[src/verilog/iccm_pkg.sv]
// ICCM package: memory widths, bank layout constants, access size code, word and bank types

package iccm_pkg;

   //************************************************************
   // Memory geometry
   //************************************************************

   localparam int ICCM_BITS_DEF = 12;      // Byte address width, 4 KB
   localparam int NUM_BANKS     = 4;
   localparam int BANK_HI       = 3;       // Top bit of bank index
   localparam int BANK_INDEX_LO = 4;       // Row index starts here

   //************************************************************
   // Data widths
   //************************************************************

   localparam int WORD_W = 39;             // 32 data + 7 check bits
   localparam int DATA_W = 32;
   localparam int RD_W   = 64;             // Read data
   localparam int WR_W   = 78;             // Two stored words

   // Access size; any other code is a word
   localparam logic [1:0] SIZE_DW = 2'b11;

   //************************************************************
   // Types
   //************************************************************

   typedef logic [WORD_W-1:0]    word_t;
   typedef logic [NUM_BANKS-1:0] bank_vec_t;   // One bit per bank

endpackage

[src/verilog/iccm_bank_select.sv]
// ICCM bank selector: address increment, per-bank enables, row addresses, write data steering

module iccm_bank_select
   import iccm_pkg::*;
#(
   parameter int iccm_bits = ICCM_BITS_DEF
) (
   input  logic                                            wren,
   input  logic                                            rden,
   input  logic [iccm_bits-1:1]                            rw_addr,    // Halfword address
   input  logic [1:0]                                      wr_size,
   input  logic [WR_W-1:0]                                 wr_data,
   output logic [iccm_bits-1:1]                            addr_inc,   // Next address
   output bank_vec_t                                       wren_bank,
   output bank_vec_t                                       rden_bank,
   output logic [NUM_BANKS-1:0][iccm_bits-1:BANK_INDEX_LO] addr_bank,
   output word_t [NUM_BANKS-1:0]                           bank_wr_data
);

   logic [1:0] incr;
   bank_vec_t  hit_cur;     // Bank holds word at rw_addr
   bank_vec_t  hit_next;    // Bank holds word at addr_inc

   //************************************************************
   // Next address
   //************************************************************

   assign incr     = (wr_size == SIZE_DW) ? 2'b10 : 2'b01;
   assign addr_inc = rw_addr + (iccm_bits-1)'(incr);   // Wraps into next row

   //************************************************************
   // Per-bank enables and row addresses
   //************************************************************

   for (genvar i = 0; i < NUM_BANKS; i++) begin : g_bank
      assign hit_cur[i]  = (rw_addr[BANK_HI:2] == (BANK_HI-1)'(i));
      assign hit_next[i] = (addr_inc[BANK_HI:2] == (BANK_HI-1)'(i));

      assign wren_bank[i] = wren & (hit_cur[i] | hit_next[i]);
      assign rden_bank[i] = rden & (hit_cur[i] | hit_next[i]);

      // A written bank takes the current row
      // a bank reached only by the increment takes the next row
      assign addr_bank[i] = wren_bank[i] ? rw_addr[iccm_bits-1:BANK_INDEX_LO] :
                            hit_next[i]  ? addr_inc[iccm_bits-1:BANK_INDEX_LO] :
                                           rw_addr[iccm_bits-1:BANK_INDEX_LO];

      // Even banks get the low word, odd banks the high word
      assign bank_wr_data[i] = wr_data[(i % 2)*WORD_W +: WORD_W];
   end

endmodule

[config.mk]
export PLATFORM = sky130hd
export DESIGN_NAME = iccm_bank_select
export DESIGN_NICKNAME = d
export VERILOG_FILES = /design/src/verilog/iccm_pkg.sv /design/src/verilog/iccm_bank_select.sv
export SDC_FILE = /design/constraint.sdc
export NUM_CORES = 1
export LEC_CHECK = 0
export BUFFER_PORTS_ARGS = -buffer_cell sky130_fd_sc_hd__buf_2
export CORE_AREA = 4 4 114 116
export DETAILED_ROUTE_END_ITERATION = 10
export DIE_AREA = 0 0 118 120
export SLEW_MARGIN = 20
export SYNTH_ARGS = -nofsm -noshare
export SYNTH_HDL_FRONTEND = slang
export SYNTH_SLANG_ARGS = --single-unit
[constraint.sdc]
create_clock -name vclk -period 2.55
set_clock_uncertainty 0.1 [all_clocks]
set_input_delay 0.255 -clock vclk [all_inputs]
set_output_delay 0.255 -clock vclk [all_outputs]
set_load 0.005 [all_outputs]
==> results_dict.tcl <==
set metrics [dict create \
    finalHoldViolations 0 \
    fill_cells 1394 \
    synthMostInstantiatedCell "sky130_fd_sc_hd__buf_4" \
    timing_worst_slew_pin_value_ns 0.471 \
    synth_common_cells "sky130_fd_sc_hd__buf_4 (158), sky130_fd_sc_hd__nand2_1 (25), sky130_fd_sc_hd__xnor2_1 (20)" \
    cp_data_arrival_time_ns 2.08 \
    number_of_detailed_routing_iterations_run_before_antenna_repair 4 \
    postSynthNetCount 379 \
    antenna_cells_inserted 0 \
    pin_count 300 \
    holdCritPathClass "primary input to output port" \
    p_leak_nw 0.637 \
    yosys_warnings 0 \
    run_status "complete, no violations" \
    max_cap_viol_count 0 \
    fp.coreArea_sq_mm 0.0119 \
    final_layout_size_suffix_gt1_share_pct 52.4 \
    grt_setup_unrepaired "true" \
    power.total_w 0.000248 \
    postRouteAntennaNets 0 \
    grt_use_total_pct 5.48 \
    first_iter_violations 37 \
    cp-startpoint "wr_size[1]" \
    effective_utilization_at_floorplan_pct 17.0 \
    power_density_mw_per_mm2 175 \
    die_area_sq_mm 0.0142 \
    cts-hold-fix-buffers 0 \
    die_x_um 118 \
    dp.cells 333 \
    drt-wirelength-per-cell_um 13.1 \
    maximum_fanout_along_the_worst_path 3 \
    num-nets-final 287 \
    netlist_instances 283 \
    netlist_top_cells_area "sky130_fd_sc_hd__buf_4 (59%), sky130_fd_sc_hd__xnor2_1 (8.7%), sky130_fd_sc_hd__xor2_1 (5.2%)" \
    achievable-frequency_mhz 411 \
    n_clock_buffer 0 \
    layout_worst_path_cycle_share_pct 95.3 \
    hold_start "wr_data[20]" \
    final-max-slew-violation-count 0 \
    place.gp.congestion 0.677 \
    slew_headroom_pct 68.4 \
    grt_pass1_vias 1015 \
    grt_first_pass_wirelength_mm 6.07 \
    antenna_found_initial 0 \
    mappedNetlistArea_sq_mm 0.00202 \
    flow.area_growth_from_synthesis_pct -29.8 \
    post-synth-top-area-fraction_pct 58.7 \
    floorplan.die.height_um 120 \
    route.detailed.vias_per_inst 3.25 \
    finish.utilization_pct 11.9 \
    setup.worst_path.start_class "primary input" \
    cp.required_ns 2.19 \
    power.ir.vdd_worst_uv 80.1 \
    port_buffers 66 \
    dpl.hpwl_mm 3.81 \
    total_area_of_multi_input_combinational_cells_sq_um 766 \
    register_area_sq_um 0 \
    drt_drc_violations_left 0 \
    unique_cell_type_count_in_the_yosys_netlist 32 \
    drt-total-wl_mm 4.39 \
    seq_cells 0 \
    fin_cells 336 \
    maximum_number_of_pins_on_one_net_before_global_route_repair 13 \
    finalSetupViolCount 0 \
    routed-via-count 1091 \
    grt_overflow 0 \
    rows 40 \
    ys_seq_area_share_pct 0 \
    critPathKind "primary input to output port" \
    type_of_element_capturing_the_critical_path "output port" \
    final_period_minus_worst_setup_slack_ns 2.43 \
    synthDominantAreaCellType "sky130_fd_sc_hd__buf_4" \
    postSynthAreaPerCell_sq_um 7.14 \
]
where the power goes:
group          leakage [nW]  switching, W  internal (W)
clock network             0             0             0
registers                 0             0             0
logic                 0.637      0.000133      0.000115
cells by family after synthesis:
| kind of cell | after synthesis | share of synthesized area, % |
|---|---|---|
| AOI/OAI and AO/OA | 8 | 2.47 |
| buffers and inverters | 181 | 63.6 |
| adders and majority gates | 3 | 2.23 |
| xor gates and xnor gates | 33 | 14.7 |
| and+or+nand+nor | 58 | 17.0 |
cell type report:
type | count | share of cell area [%]
Inverter | 7 | 1.85
Tap cell | 147 | 13.0
Timing Repair Buffer | 80 | 31.2
Multi-Input combinational cell | 102 | 54.0
through the flow:
stage          setup TNS, ns  setup WS (ns)  cell area [sq um]  hold slack [ns]
2_1_floorplan              0          0.209               2020            0.465
3_3_place_gp               0        0.00680               1360            0.410
3_5_place_dp         -0.0596        -0.0306               1360            0.410
4_1_cts                    0        0.00139               1370            0.410
5_1_grt              -0.0165       -0.00856               1420            0.410
6_report                   0          0.119               1420            0.410
routing by layer:
metal | share of wire [%] | GRT usage (%) | up-vias
li1 | - | - | 507
met1 | 37 | 6.12 | 458
met2 | 45 | 8.84 | 88
met3 | 12 | 2.07 | 38
met4 | 6.2 | 3.37 | 0
met5 | 0 | 0 | -
final timing paths:
path / endpoint / slack [ns] / cells after the start
min: bank_wr_data[20] / 0.41 / 0
max: addr_bank[8] / 0.12 / 12
placed cells by master (no fill, tap or decap), types with 2 or more instances in the layout:
cell,count
sky130_fd_sc_hd__o21ai_0,3
sky130_fd_sc_hd__xor2_1,12
sky130_fd_sc_hd__buf_6,2
sky130_fd_sc_hd__a21oi_1,2
sky130_fd_sc_hd__nor2_1,10
sky130_fd_sc_hd__buf_4,12
sky130_fd_sc_hd__nand2_2,3
sky130_fd_sc_hd__o31ai_1,2
sky130_fd_sc_hd__and2_1,6
sky130_fd_sc_hd__inv_2,2
sky130_fd_sc_hd__nand2b_1,2
sky130_fd_sc_hd__nor3_2,3
sky130_fd_sc_hd__nand3_1,2
sky130_fd_sc_hd__xnor2_1,19
sky130_fd_sc_hd__nor2b_1,2
sky130_fd_sc_hd__buf_2,66
sky130_fd_sc_hd__nand2_1,22
sky130_fd_sc_hd__inv_1,5
critical path, stage by stage:
cell and delay, ns:
sky130_fd_sc_hd__buf_2 0.10, sky130_fd_sc_hd__nand2_2 0.09, sky130_fd_sc_hd__ha_4 0.14, sky130_fd_sc_hd__inv_2 0.03
sky130_fd_sc_hd__fa_2 0.39, sky130_fd_sc_hd__xor2_2 0.20, sky130_fd_sc_hd__inv_2 0.10, sky130_fd_sc_hd__nor3_4 0.25
sky130_fd_sc_hd__buf_6 0.15, sky130_fd_sc_hd__nand2_1 0.06, sky130_fd_sc_hd__xnor2_1 0.17, sky130_fd_sc_hd__buf_2 0.14
what timing repair did:
item,in CTS,in global routing
gates resized for setup,0,10
buffers inserted,2,1
setup endpoints to repair,3,32
gates cloned,0,0
pin swaps,0,6
Power figures use the tool's default switching activity.
