===== src/verilog/iccm_pkg.sv =====
// ICCM package: memory widths, bank layout constants, access size code, word and bank types

package iccm_pkg;

   //************************************************************
   // Memory geometry
   //************************************************************

   localparam int ICCM_BITS_DEF = 12;      // Byte address width, 4 KB
   localparam int NUM_BANKS     = 4;
   localparam int BANK_HI       = 3;       // Top bit of bank index
   localparam int BANK_INDEX_LO = 4;       // Row index starts here

   //************************************************************
   // Data widths
   //************************************************************

   localparam int WORD_W = 39;             // 32 data + 7 check bits
   localparam int DATA_W = 32;
   localparam int RD_W   = 64;             // Read data
   localparam int WR_W   = 78;             // Two stored words

   // Access size; any other code is a word
   localparam logic [1:0] SIZE_DW = 2'b11;

   //************************************************************
   // Types
   //************************************************************

   typedef logic [WORD_W-1:0]    word_t;
   typedef logic [NUM_BANKS-1:0] bank_vec_t;   // One bit per bank

endpackage


===== src/verilog/iccm_redundancy.sv =====
// ICCM redundancy: two spare rows with address, valid and data, LRU, match and read selects

module iccm_redundancy
   import iccm_pkg::*;
#(
   parameter int iccm_bits = ICCM_BITS_DEF
) (
   input  logic                 clk,
   input  logic                 rst,
   input  logic                 wren,
   input  logic                 rden,
   input  logic                 buf_correct_ecc,   // Correction cycle
   input  logic [iccm_bits-1:1] rw_addr,
   input  logic [iccm_bits-1:1] addr_inc,
   input  logic [1:0]           wr_size,
   input  logic [WR_W-1:0]      wr_data,
   output bank_vec_t            sel_red0_q,
   output bank_vec_t            sel_red1_q,
   output word_t                red_data0,
   output word_t                red_data1
);

   logic [iccm_bits-1:2]   red_addr [2];        // Word address per row
   word_t                  red_data [2];
   logic [1:0]             red_valid;
   logic                   red_lru;             // Row to replace next
   logic [1:0][NUM_BANKS-1:0] sel_red;
   logic [1:0][NUM_BANKS-1:0] sel_red_q;
   logic                   is_dw;

   assign is_dw = (wr_size == SIZE_DW);

   //************************************************************
   // LRU
   //************************************************************

   always_ff @(posedge clk) begin
      if (rst) begin
         red_lru <= 1'b0;
      end else if (buf_correct_ecc) begin
         red_lru <= ~red_lru;                   // Flip on every correction
      end
   end

   //************************************************************
   // Spare rows
   //************************************************************

   for (genvar k = 0; k < 2; k++) begin : g_row
      logic  row_load;     // Correction lands in this row
      logic  wr_hit;       // Write covers the stored word
      logic  take_hi;
      word_t row_din;

      assign row_load = buf_correct_ecc & (red_lru == 1'(k));

      // Doubleword address match, then word bit or a doubleword access
      assign wr_hit = wren & red_valid[k] &
                      (rw_addr[iccm_bits-1:3] == red_addr[k][iccm_bits-1:3]) &
                      ((rw_addr[2] == red_addr[k][2]) | is_dw);

      assign take_hi = red_addr[k][2] & (rw_addr[2] | is_dw);   // Odd word sits high
      assign row_din = (row_load | ~take_hi) ? wr_data[WORD_W-1:0] :
                                               wr_data[WR_W-1:WORD_W];

      always_ff @(posedge clk) begin
         if (rst) begin
            red_valid[k] <= 1'b0;
         end else if (row_load) begin
            red_valid[k] <= 1'b1;               // Stays set until reset
         end
      end

      always_ff @(posedge clk) begin
         if (row_load) begin
            red_addr[k] <= rw_addr[iccm_bits-1:2];
         end
         if (row_load | wr_hit) begin
            red_data[k] <= row_din;
         end
      end

      // Match per bank against both words of the access
      for (genvar i = 0; i < NUM_BANKS; i++) begin : g_match
         assign sel_red[k][i] = red_valid[k] &
            (((rw_addr[iccm_bits-1:2] == red_addr[k]) &
              (rw_addr[BANK_HI:2] == (BANK_HI-1)'(i))) |
             ((addr_inc[iccm_bits-1:2] == red_addr[k]) &
              (addr_inc[BANK_HI:2] == (BANK_HI-1)'(i))));
      end

      // Held with the RAM output until the next read
      always_ff @(posedge clk) begin
         if (rst) begin
            sel_red_q[k] <= '0;
         end else if (rden) begin
            sel_red_q[k] <= sel_red[k];
         end
      end
   end

   assign sel_red0_q = sel_red_q[0];
   assign sel_red1_q = sel_red_q[1];
   assign red_data0  = red_data[0];
   assign red_data1  = red_data[1];

endmodule

===== config.mk =====
export PLATFORM = sky130hd
export DESIGN_NAME = iccm_redundancy
export DESIGN_NICKNAME = d
export VERILOG_FILES = /design/src/verilog/iccm_pkg.sv /design/src/verilog/iccm_redundancy.sv
export SDC_FILE = /design/constraint.sdc
export NUM_CORES = 1
export LEC_CHECK = 0
export ABC_AREA = 1
export BUFFER_PORTS_ARGS = -buffer_cell sky130_fd_sc_hd__buf_2
export CELL_PAD_IN_SITES_DETAIL_PLACEMENT = 0
export CELL_PAD_IN_SITES_GLOBAL_PLACEMENT = 1
export CORE_ASPECT_RATIO = 0.5
export CORE_MARGIN = 4
export CORE_UTILIZATION = 39
export DETAILED_ROUTE_END_ITERATION = 6
export HOLD_SLACK_MARGIN = 0.05
export PLACE_DENSITY_LB_ADDON = 0.12
export SLEW_MARGIN = 20
export SYNTH_ARGS = -nofsm -noshare
export SYNTH_HDL_FRONTEND = slang
export SYNTH_SLANG_ARGS = --single-unit

===== constraint.sdc =====
create_clock -name clk -period 6.9 [get_ports clk]
set_input_delay 1.38 -clock clk [delete_from_list [all_inputs] [get_ports clk]]
set_output_delay 1.38 -clock clk [all_outputs]
set_load 0.02 [all_outputs]

==> out/metrics.csv <==
metric,value,unit
drt_iter0_drc,138,
synth_top_area_share,57.02,%
place.port_buffers,190,
vdd_drop_max,0.09886,mV
initial_core_util,40.30,%
whs,0.4737,ns
netlist-cell-type-count,24,
endpoint,red_data[0][17],
via_per_inst,4.504,
grt_use_total,16.44,%
worstSkewPairLatency,0.34,ns
min_path_type,flop to flop,
seq_area_frac_synth,61.28,%
timing.final.crit_share,40.54,%
final_util,51.32,%
gp_congestion,0.7794,
cp_max_fo,39,
cp_cell_sequence,buf_2 > inv_1 > nor2_2 > a31o_2 > buf_4,
cts_resized,0,
detailroute.wirelength.met3,1107,um
wl_per_cell,13.78,um
leakagePower,3.140,nW
cpPeakStageDelay,0.53,ns
reg2reg_from,red_addr[0][17],
nFillCells,1258,
synthTopCellsByArea,"edfxtp_1 57%, nand2_1 14%, inv_1 5.4%, dfxtp_1 4.3%, o21ai_1 3.9%",
slew_headroom,49.25,%
vias,4135,
grt_max_degree,79,
synth_top_area_cell,edfxtp_1,
rsz0062_at_grt,no,
synthFlopType,edfxtp_1,
rows,29,
io_pins,193,
synth_cells,558,
r2r_slack,4.92,ns
crit_type,primary input to flop,
grt-ovfl-total,0,
critPathRequiredTime,6.88,ns
final-hold-violation-count,0,
r2r-end,red_data[0][56],
antenna_found_initial,2,
syn_area,5161,sq um
synth_adder_area_share,0,%
synth_edf_count,98,
drc,0,
wl_met1,5130,um
synthSimpleGateAreaFrac,19.71,%
grt_pass1_wl,19440,um
tightest_slew,0.7613,ns
clock_sinks,109,
synth_warnings,0,
highest_layer,met5,
insertedDiodeCount,0,
finish.net_count,851,
fp.dieW,170.7,um
power.density,229.2,nW/um^2
drive_gt1_share,31.55,%
numCtsBuffers,9,
cts_hold_buf,0,
cts_tree,built,
synth-compound-area-share,9.333,%
synth_common_cells,"191 x nand2_1, 98 x edfxtp_1, 74 x inv_1",
maxSlewViolCount,0,
tns,0,ns
wl_met2,6271,um
max_cap_viol_count,0,
avgSynthCellArea,9.249,sq um
post-dp-hpwl,9223,um
hold-path-cell-count,2,
crit_path_start_kind,primary input,
fin_skew,0.01012,ns
die_area,15250,sq um
synth_xor_area_share,2.206,%
arrival,2.77,ns
post_cts_buffers,0,
clk_pin_slew,0.07,ns
synthMuxAreaShare,0,%
max_freq,357.5,MHz
core_area,12810,sq um
synthMostInstantiatedCell,nand2_1,
die_h,89.35,um
ctsRootBufferMaster,clkbuf_16,
cp_slowest_cell,nor2_2,
r2r_cells,7,
period_minus_slack,2.798,ns
wl,12650,um
detail-route-antenna-nets,0,
crit_start,buf_correct_ecc,
ys_async_sr_fraction,0,%
grt_pass1_vias,3990,
syn-num-nets,665,
outcome,"complete, no violations",
synth_top_family_by_area,simple AND/OR/NAND/NOR gates,
setup_viol,0,
critPathCaptureType,flop,
syn_to_final_growth,27.37,%
htree_levels,3,
ys_ff_latch,109,
firstDrtPassIters,4,
clock_path_buffers,2,
metal layers:
layer  vias up  track usage [%]
met3        14            7.465
met2        91            30.01
li1       2180                -
met4         4            3.478
met1      1846            17.99
met5         -                0
worst max-delay path: cells and delay by family:
family | cells | cell delay, ns
compound gates | 1 | 0.20
buf+inv | 3 | 0.65
simple gates | 1 | 0.53
cell families (layout without fill, tap and decap cells):
| group | count (synthesis) | count (layout) |
|---|---|---|
| compound gates | 88 | 88 |
| flops | 109 | 109 |
| simple gates | 251 | 251 |
| xor+xnor | 13 | 13 |
| buf+inv | 97 | 287 |
final cells by class:
| class | count | area [sq um] | area share [%] |
|---|---|---|---|
| flip-flops and latches | 109 | 3163 | 48.12 |
| multi-input cells | 352 | 1632 | 24.82 |
| repair buffers | 193 | 973.4 | 14.81 |
| inverters | 79 | 296.5 | 4.511 |
| clock buffers | 9 | 225.2 | 3.426 |
| well taps | 170 | 212.7 | 3.236 |
| clock inverters | 6 | 71.32 | 1.085 |
state kept, by name, indices dropped and copies added, names as in the netlist:
signal      cells
red_data       78
red_addr       20
sel_red0_q      4
sel_red1_q      4
red_valid       2
red_lru         1
how the worst min path moves through the flow:
stage / start / endpoint / slack [ns]
6_report: sel_red1_q[2] / sel_red1_q[2] / 0.47
5_1_grt: sel_red1_q[3] / sel_red1_q[3] / 0.49
4_1_cts: sel_red1_q[2] / sel_red1_q[2] / 0.48
3_5_place_dp: sel_red1_q[2] / sel_red1_q[2] / 0.46
3_3_place_gp: sel_red0_q[0] / sel_red0_q[0] / 0.46
2_1_floorplan: red_valid[1] / red_valid[1] / 0.46
placed cells by master, fill, tap and decap left out, drive strengths merged:
| cell type | count |
|---|---|
| edfxtp | 98 |
| clkinvlp | 2 |
| buf | 193 |
| clkbuf | 9 |
| nand4 | 3 |
| nor3 | 1 |
| xor2 | 2 |
| o211ai | 1 |
| xnor2 | 11 |
| inv | 81 |
| a31o | 1 |
| o21ai | 78 |
| nand2 | 194 |
| clkinv | 1 |
| a21oi | 8 |
| bufinv | 1 |
| dfxtp | 11 |
| nor2 | 32 |
| nand3 | 21 |
stage by stage:
stage	instances	power [W]	instance area (sq um)	setup slack [ns]
final	918	0.001507	6574	4.102
after global routing	918	0.001580	6574	3.964
after CTS	918	0.001528	6566	3.765
after detailed placement	903	0.001011	6270	3.397
after global placement	903	0.001008	6270	3.371
after floorplan	558	0.0009233	5161	3.774
report_power, final:
part / switching, W / internal [W]
logic: 0.000140 / 0.0000741
clock network: 0.000232 / 0.000283
registers: 0.0000118 / 0.000766
total: 0.000384 / 0.00112
(Power assumes the default switching activity.)
