`src/verilog/iccm_pkg.sv`:
```
// ICCM package: memory widths, bank layout constants, access size code, word and bank types

package iccm_pkg;

   //************************************************************
   // Memory geometry
   //************************************************************

   localparam int ICCM_BITS_DEF = 12;      // Byte address width, 4 KB
   localparam int NUM_BANKS     = 4;
   localparam int BANK_HI       = 3;       // Top bit of bank index
   localparam int BANK_INDEX_LO = 4;       // Row index starts here

   //************************************************************
   // Data widths
   //************************************************************

   localparam int WORD_W = 39;             // 32 data + 7 check bits
   localparam int DATA_W = 32;
   localparam int RD_W   = 64;             // Read data
   localparam int WR_W   = 78;             // Two stored words

   // Access size; any other code is a word
   localparam logic [1:0] SIZE_DW = 2'b11;

   //************************************************************
   // Types
   //************************************************************

   typedef logic [WORD_W-1:0]    word_t;
   typedef logic [NUM_BANKS-1:0] bank_vec_t;   // One bit per bank

endpackage

```
`src/verilog/iccm_read_align.sv`:
```
// ICCM read alignment: read address registers, spare row mux, word pick and halfword shift

module iccm_read_align
   import iccm_pkg::*;
#(
   parameter int iccm_bits = ICCM_BITS_DEF
) (
   input  logic                 clk,
   input  logic                 rst,
   input  logic [iccm_bits-1:1] rw_addr,
   input  logic [iccm_bits-1:1] addr_inc,
   input  word_t [NUM_BANKS-1:0] bank_dout,
   input  bank_vec_t            sel_red0_q,
   input  bank_vec_t            sel_red1_q,
   input  word_t                red_data0,
   input  word_t                red_data1,
   output logic [RD_W-1:0]      rd_data,
   output logic [WR_W-1:0]      rd_data_ecc
);

   logic [BANK_HI:1]      rd_addr_lo_q;   // Bank and halfword of low word
   logic [BANK_HI:2]      rd_addr_hi_q;   // Bank of high word
   word_t [NUM_BANKS-1:0] bank_fn;        // Bank output after substitution
   word_t                 word_lo;
   word_t                 word_hi;
   logic [RD_W-1:0]       rd_data_pre;

   //************************************************************
   // Read address registers
   //************************************************************

   always_ff @(posedge clk) begin
      if (rst) begin
         rd_addr_lo_q <= '0;
         rd_addr_hi_q <= '0;
      end else begin
         rd_addr_lo_q <= rw_addr[BANK_HI:1];
         rd_addr_hi_q <= addr_inc[BANK_HI:2];
      end
   end

   // Row 1 wins over row 0
   for (genvar i = 0; i < NUM_BANKS; i++) begin : g_fn
      assign bank_fn[i] = sel_red1_q[i] ? red_data1 :
                          sel_red0_q[i] ? red_data0 : bank_dout[i];
   end

   assign word_lo = bank_fn[rd_addr_lo_q[BANK_HI:2]];
   assign word_hi = bank_fn[rd_addr_hi_q];

   assign rd_data_pre = {word_hi[DATA_W-1:0], word_lo[DATA_W-1:0]};
   assign rd_data     = rd_addr_lo_q[1] ? {16'b0, rd_data_pre[RD_W-1:16]} :
                                          rd_data_pre;      // Halfword start
   assign rd_data_ecc = {word_hi, word_lo};                 // Raw check bits

endmodule

```
`config.mk`:
```
export PLATFORM = sky130hd
export DESIGN_NAME = iccm_read_align
export DESIGN_NICKNAME = d
export VERILOG_FILES = /design/src/verilog/iccm_pkg.sv /design/src/verilog/iccm_read_align.sv
export SDC_FILE = /design/constraint.sdc
export NUM_CORES = 1
export LEC_CHECK = 0
export ABC_CLOCK_PERIOD_IN_PS = 5600
export BUFFER_PORTS_ARGS = -buffer_cell sky130_fd_sc_hd__buf_2
export CAP_MARGIN = 5
export CORE_AREA = 2 2 159 161
export DETAILED_ROUTE_END_ITERATION = 8
export DIE_AREA = 0 0 161 163
export PLACE_DENSITY = 0.73
export SLEW_MARGIN = 20
export SYNTH_ARGS = -nofsm -noshare
export SYNTH_HDL_FRONTEND = slang
export SYNTH_SLANG_ARGS = --single-unit
```
`constraint.sdc`:
```
create_clock -name clk -period 5.6 [get_ports clk]
set_input_delay 0.84 -clock clk [delete_from_list [all_inputs] [get_ports clk]]
set_output_delay 0.84 -clock clk [all_outputs]
set_load 0.03 [all_outputs]
```
==> results.txt, run 1 <==
Entering global routing, the biggest net connects 65 pins. The post-route clock period utilization works out to 77.78%. Counting I/O delays and the setup requirement, the final critical path takes 4.356 ns. The tools report the critical path data required time as 4.76 ns. The logs give 0.8267 ns for the worst hold slack after final layout and 0 for the leftover overflow at the end of global routing.

The run gives 1.345 ns as the setup slack after placement. Fill cells in the final layout number 2501. Cell area after synthesis: 8143 sq um.

Yosys attributes the largest share of cell area to mux4_2 19%, mux2i_1 19%, mux2_2 11%, mux2_1 5.0%, o211ai_1 4.7%. Of all nets on the critical path, the largest fanout is 27. For the maximum operating frequency, the log shows 0.2296 GHz.

Synthesized area per cell: 8.948 sq um. Once detail routing completed, the nets flagged for antenna violations numbered 0. For this design, the slowest cell found on the critical path is buf_2. For this run, asynchronously set or reset flops after synthesis account for 0%. The tools report the final hold violation count as 0. The startpoint class of the critical path is an input pin. The worst setup margin is 1.244 ns.

The count of port buffers added during placement works out to 390. The clock transition at the registers of the reported paths was 0.03 ns; the row count was 58. The max-cap check violation count was 0; the final layout net count was 1492. After synthesis the netlist holds a flip-flop and latch count of 5.

The commonest cells after synthesis are 156 x mux2i_1, 78 x mux2_2, 70 x mux4_2, 56 x nand2b_1, 55 x o21ai_0. Once the clock tree was built, the setup fixing pass inserted 0 buffers. The run finished with clean final reports. The x dimension of the die works out to 161 um. The post-synth net total is 1176. The worst setup path is captured at a primary output. Counting flops with a built-in enable in the synthesized netlist gives 0. For this run, the number of standard cells in the final layout without fillers is 1561. For the number of hold buffers added after cts, the log shows 0.

Buffers inserted during clock tree synthesis total 3. The first detailed-routing pass took 7 iterations. The top-area cell type share of the netlist area was 19.36%; the setup TNS was 0 ns.

The number of levels the H-tree was split into is 1. Global routing used 26.16% of the available tracks across all layers. The floorplan step defined a die boundary enclosing 26240 sq um.

The power per cell area is 150.6 nW/um^2. The global placer's final weighted congestion was 0.9470. The min-delay analysis places its worst path in the category in2reg. At the pin with the least slew margin, the transition time is 0.9476 ns. TritonCTS built the clock tree. The cell seen most often among critical-path stages was buf_2.

Setup repair after global routing left no endpoint under its margin. The placeable core region is 24670 sq um, and the post-detailed-route via-to-cell ratio is 6.037. The top cell type by total area after synthesis is mux4_2. The logs give 998 for the number of DRC markers after the initial detailed-route iteration and 5 for the number of sinks driven by the clock tree. The critical path class was in2out. The number of distinct standard cells referenced by the synthesized netlist came out at 38. The largest single stage delay on the critical path is 0.71 ns. The run gives 28.28 mm as the detailed-placement wirelength estimate. The number of gates resized after CTS was 0.

The most frequently used cell type in the post-synthesis netlist is mux2i_1. Traced cell by cell, the critical path runs through buf_2 -> buf_4 -> mux2_4 -> mux2i_1 -> o21ai_1 -> mux4_2 -> buf_2. Measured against its own limit, the worst slew margin works out to 36.83%. The final standard cell utilization of the core is 41.55%, and the layout cell share with drive strength beyond 1 is 48.08%. The total of warnings raised by yosys was 0; the portion of the post-synthesis area used by sequential elements was 1.229%. The logs give 0 for the number of max-slew violations in the final report and 1551 for the cell total after placement. The tree is rooted in a clkbuf_16. The worst vdd rail ir drop came out at 82.27 uV. The top flip-flop cell by instance count after synthesis is dfxtp_1. Setup violations remaining at the end of the flow were counted as 0. For the via count of the first global-routing pass, the log shows 8767. Across all layers, the routed design uses 9423 vias. The initial antenna violation count is 4, and the wire length of the first global-routing pass is 52.96 mm. The routed design has 36.94 mm of wire.

In this run the static leakage power is 4.870 nW. Buffer depth of the longest clock path: 2. The starting density of the core is 33.00%, and the average wire per standard cell is 23.66 um. At the worst endpoint, the arrival time is 3.52 ns.

Total DRC errors in the routed layout: 0. The tools report the synthesized netlist cell count as 910. In this run the vertical extent of the chip is 163 um. The top-level I/O count was 408.

The area growth from synthesis to layout was 25.89%.
stage by stage:
step                      area [sq um]  power (W)
after CTS                        10240   0.001531
after detailed placement         10160   0.001407
after global placement           10160   0.001392
after global routing             10250   0.001621
after floorplan                   8143  0.0009766
final                            10250   0.001544
cell type report:
type	instances	area (sq um)	share of cell area [%]
clock buffer	4	78.83	0.7689
timing repair buffer	409	2142	20.90
tap	330	412.9	4.028
antenna	6	15.01	0.1465
multi-input combinational	763	7326	71.46
sequential	5	108.9	1.062
inverter	44	167.7	1.636
worst max-delay path, delay by kind of cell:
kind	cells	cell delay, ns
AO/OA/AOI/OAI	1	0.17
buffers and inverters	3	1.39
multiplexers	3	1.08
metal layers:
layer  track usage [%]  vias to the layer above  wire (um)
met4             7.062                        0       1026
li1                  -                     4234          -
met2             41.40                      606      16510
met5                 0                        -          0
met1             36.66                     4486      15880
met3             4.635                       97       3520
placed cells by master (no fill, tap or decap), types with 2 or more instances in the layout:
master,n
a211o_1,12
a211oi_2,3
a21oi_1,4
and2_1,7
and2_4,2
and4_1,4
buf_12,3
buf_2,386
buf_4,20
clkbuf_16,3
dfxtp_1,2
dfxtp_4,2
diode_2,6
inv_1,40
inv_2,2
mux2_1,36
mux2_2,78
mux2_4,14
mux2i_1,156
mux4_2,70
nand2_1,45
nand2b_1,56
nor2b_1,18
nor3_1,12
o211a_1,24
o211ai_1,51
o21a_1,20
o21ai_0,55
o21ai_1,33
o221ai_1,36
o22a_1,4
o22ai_1,8
o31ai_1,5
o31ai_2,3
or4_1,4
logic make-up after synthesis:
family,after synthesis,share of synthesized area [%]
flip-flops,5,1.229
AO/OA/AOI/OAI,260,22.99
multiplexers,354,56.88
buffers and inverters,142,8.804
AND/OR/NAND/NOR,149,10.10
worst paths after layout:
check / depth (start not counted) / from / slack (ns) / to
hold / removal: 2 / rst / 0.83 / rd_addr_hi_q[2]
setup / recovery: 7 / sel_red0_q[3] / 1.24 / rd_data[32]
flip-flops by register name (all words and copies together), names as in the netlist:
register and count:
rd_addr_hi_q 2, rd_addr_lo_q 3
where the power goes:
| part | switching, W | leakage, nW | total [W] | internal, W |
|---|---|---|---|---|
| Clock | 0.0000233 | 0.0382 | 0.000118 | 0.0000943 |
| Sequential | 0.0000126 | 0.0431 | 0.0000502 | 0.0000375 |
| Combinational | 0.000857 | 4.79 | 0.00138 | 0.000519 |
| Total | 0.000893 | 4.87 | 0.00154 | 0.000651 |
Note: power is estimated with default switching activity, not from simulation.
==> run 2: changes to the inputs <==
--- a/config.mk
+++ b/config.mk
@@ -5,13 +5,13 @@
 export SDC_FILE = /design/constraint.sdc
 export NUM_CORES = 1
 export LEC_CHECK = 0
-export ABC_CLOCK_PERIOD_IN_PS = 5600
+export ABC_CLOCK_PERIOD_IN_PS = 3800
 export BUFFER_PORTS_ARGS = -buffer_cell sky130_fd_sc_hd__buf_2
 export CAP_MARGIN = 5
 export CORE_AREA = 2 2 159 161
 export DETAILED_ROUTE_END_ITERATION = 8
 export DIE_AREA = 0 0 161 163
-export PLACE_DENSITY = 0.73
+export PLACE_DENSITY = 0.76
 export SLEW_MARGIN = 20
 export SYNTH_ARGS = -nofsm -noshare
 export SYNTH_HDL_FRONTEND = slang
==> constraint.sdc (replaced) <==
create_clock -name clk -period 3.8 [get_ports clk]
set_input_delay 0.57 -clock clk [delete_from_list [all_inputs] [get_ports clk]]
set_output_delay 0.57 -clock clk [all_outputs]
set_load 0.03 [all_outputs]
==> run 2 against run 1 <==
Compared with the run above: combinational power grew 50%; final area grew 1.5%; via count grew 2.1%; power grew 50%; sequential power grew 19%; die area is the same; worst setup slack lost 0.78 ns; wire length grew 1.4%; clock power grew 52%; global-route usage grew 0.61 points; critical endpoint is now rd_data[47].
==> results.txt, run 2 (synthesis results as in run 1) <==
The post-detailed-route via-to-cell ratio was 6.109 (+1.2%); the detailed-placement wirelength estimate was 28.59 mm (+1.1%). The starting density of the core came out at 33.00% (unchanged). The worst vdd rail ir drop is 151.6 uV (+84%), and the setup TNS is 0 ns (unchanged). The register name with the most flops is rd_addr_lo_q. TritonCTS built the clock tree. The worst setup path is captured at a primary output.

Power per cell area: 222.0 nW/um^2 (+47%). The total setup violations reported at the end of the flow was 0 (unchanged); the transition time at the pin with the least slew margin was 0.9368 ns (-0.01082 ns). The average wire per standard cell came out at 23.78 um (+0.50%).

For the global placer's final weighted congestion, the log shows 0.9178 (-3.1%). The library cell used most frequently in the layout, excluding fill and tap cells, is buf_2. For the number of levels the H-tree was split into, the log shows 1 (unchanged). The count of port buffers added during placement is 390 (unchanged), and the worst setup margin is 0.4610 ns (-0.7832 ns).

The tools report the buffer depth of the longest clock path as 2 (unchanged). The run gives 2.77 ns (-0.75 ns) as the data arrival time at the worst-slack endpoint. In this run the worst hold path is classified as in2reg. X dimension of the die: 161 um (unchanged). The number of hold buffers added after cts was 0 (unchanged). Traced cell by cell, the critical path runs through buf_2 -> buf_12 -> nor2b_1 -> a211oi_1 -> o22ai_1 -> mux4_2 -> buf_2. Setup repair after global routing left no endpoint under its margin.

The clock tree root buffer cell is clkbuf_16. For the final layout net count, the log shows 1507 (+1.0%). The reported leakage power was 4.959 nW (+1.8%). The post-route antenna net violation count is 0 (unchanged). The top-level I/O count came out at 408 (unchanged).

The clock transition at the registers of the reported paths was 0.03 ns (about the same). The headroom to the max-slew limit is 37.46% (+0.63 points), and the largest net degree at the start of global routing is 77 (+18%). In the final layout, the registers with the most flip-flops are rd_addr_lo_q: 3 flops, rd_addr_hi_q: 2 flops.

The tools report the number of sinks driven by the clock tree as 5 (unchanged). The number of cells upsized or downsized after cts came out at 0 (unchanged). The flip-flop count of the largest register, all copies and words added was 3 (unchanged); the maximum operating frequency was 0.2995 GHz.

The final hold violation count is 0 (unchanged), and the row count is 58 (unchanged). The y dimension of the die is 163 um (unchanged), and the max-cap check violation count is 0 (unchanged). The cell family contributing the most delay on the critical path is buffers and inverters. STA classifies the critical path startpoint as an input pin.

Leaving out fill and tap cells, the most frequent cells in the layout are 386 x buf_2, 156 x mux2i_1, 78 x mux2_2. The worst path uses 87.87% of the clock period. The run gives 3.23 ns (-1.53 ns) as the critical path data required time. The slowest cell on the critical path was mux4_2. The total CTS buffers was 3 (unchanged).

The critical path's largest stage delay is 0.48 ns (-0.23 ns). The tools report the die area as 26240 sq um (unchanged). The total routed wirelength was 37.46 mm (+1.4%); the number of max-slew violations in the final report was 0 (unchanged). Wire length of the first global-routing pass: 54.39 mm (+2.7%). The layout cell share with drive strength beyond 1 was 48.79% (+0.71 points). The flow ran to the end, and the final reports show no timing, DRC or antenna violations. Initial antenna violation count: 6 (+2).

The total buffers and inverters traversed by the critical path works out to 3 (unchanged). The cell seen most often among critical-path stages is buf_2. The total DRC errors in the routed layout was 0 (unchanged); the leftover overflow at the end of global routing was 0 (unchanged).

Total global-route track usage: 26.77% (+0.61 points). The minimum clock period was 3.339 ns; the post-CTS setup buffer count was 0 (unchanged). The peak fanout along the critical path is 22 (-19%), and the first-pass iteration count of the detailed router is 6 (-1). The run gives 918 (-8.0%) as the number of DRC markers after the initial detailed-route iteration. Relative to the synthesized area, the layout overhead comes to 27.83%. The total via count in the routed design came out at 9622 (+2.1%). The critical path class is in2out. The tools report the placeable core region as 24670 sq um (unchanged). The tools report the via count of the first global-routing pass as 9035 (+3.1%). The setup slack after placement came out at 0.5496 ns (-0.7957 ns).
-- run 2: area by class of cell --
type / count / area, sq um
Multi-Input combinational cell: 763 / 7326
Timing Repair Buffer: 424 / 2305
Clock buffer: 4 / 78.83
Antenna cell: 5 / 12.51
Inverter: 44 / 167.7
Tap cell: 330 / 412.9
Fill cell: 2489 / 14260
Sequential cell: 5 / 106.4
-- run 2: power breakdown --
| part | switching (W) | leakage, nW | total (W) | internal [W] |
|---|---|---|---|---|
| clock | 0.0000393 | 0.0382 | 0.000179 | 0.000139 |
| combinational | 0.00129 | 4.88 | 0.00207 | 0.000782 |
| sequential | 0.00000416 | 0.0428 | 0.0000598 | 0.0000557 |
-- run 2: final timing paths --
kind | startpoint | endpoint | depth (start not counted)
worst max-delay path | sel_red0_q[3] | rd_data[47] | 7
worst min-delay path | rst | rd_addr_hi_q[2] | 2
-- run 2: layer usage --
| layer | track usage (%) | share of wire [%] |
|---|---|---|
| met1 | 38.50 | 44 |
| met4 | 6.656 | 2.4 |
| met2 | 42.27 | 45 |
| met5 | 0 | 0.027 |
| met3 | 3.641 | 8.4 |
-- run 2: through the flow --
step	total power [W]	hold slack, ns	instances	utilization [%]	instance area, sq um
after floorplan	0.001439	0.6416	910	-	8143
after global placement	0.002075	0.7810	1566	41.82	10320
after detailed placement	0.002097	0.7834	1566	41.82	10320
after CTS	0.002283	0.5432	1570	42.13	10400
after global routing	0.002418	0.5563	1574	42.18	10410
final	0.002311	0.5419	1575	42.19	10410
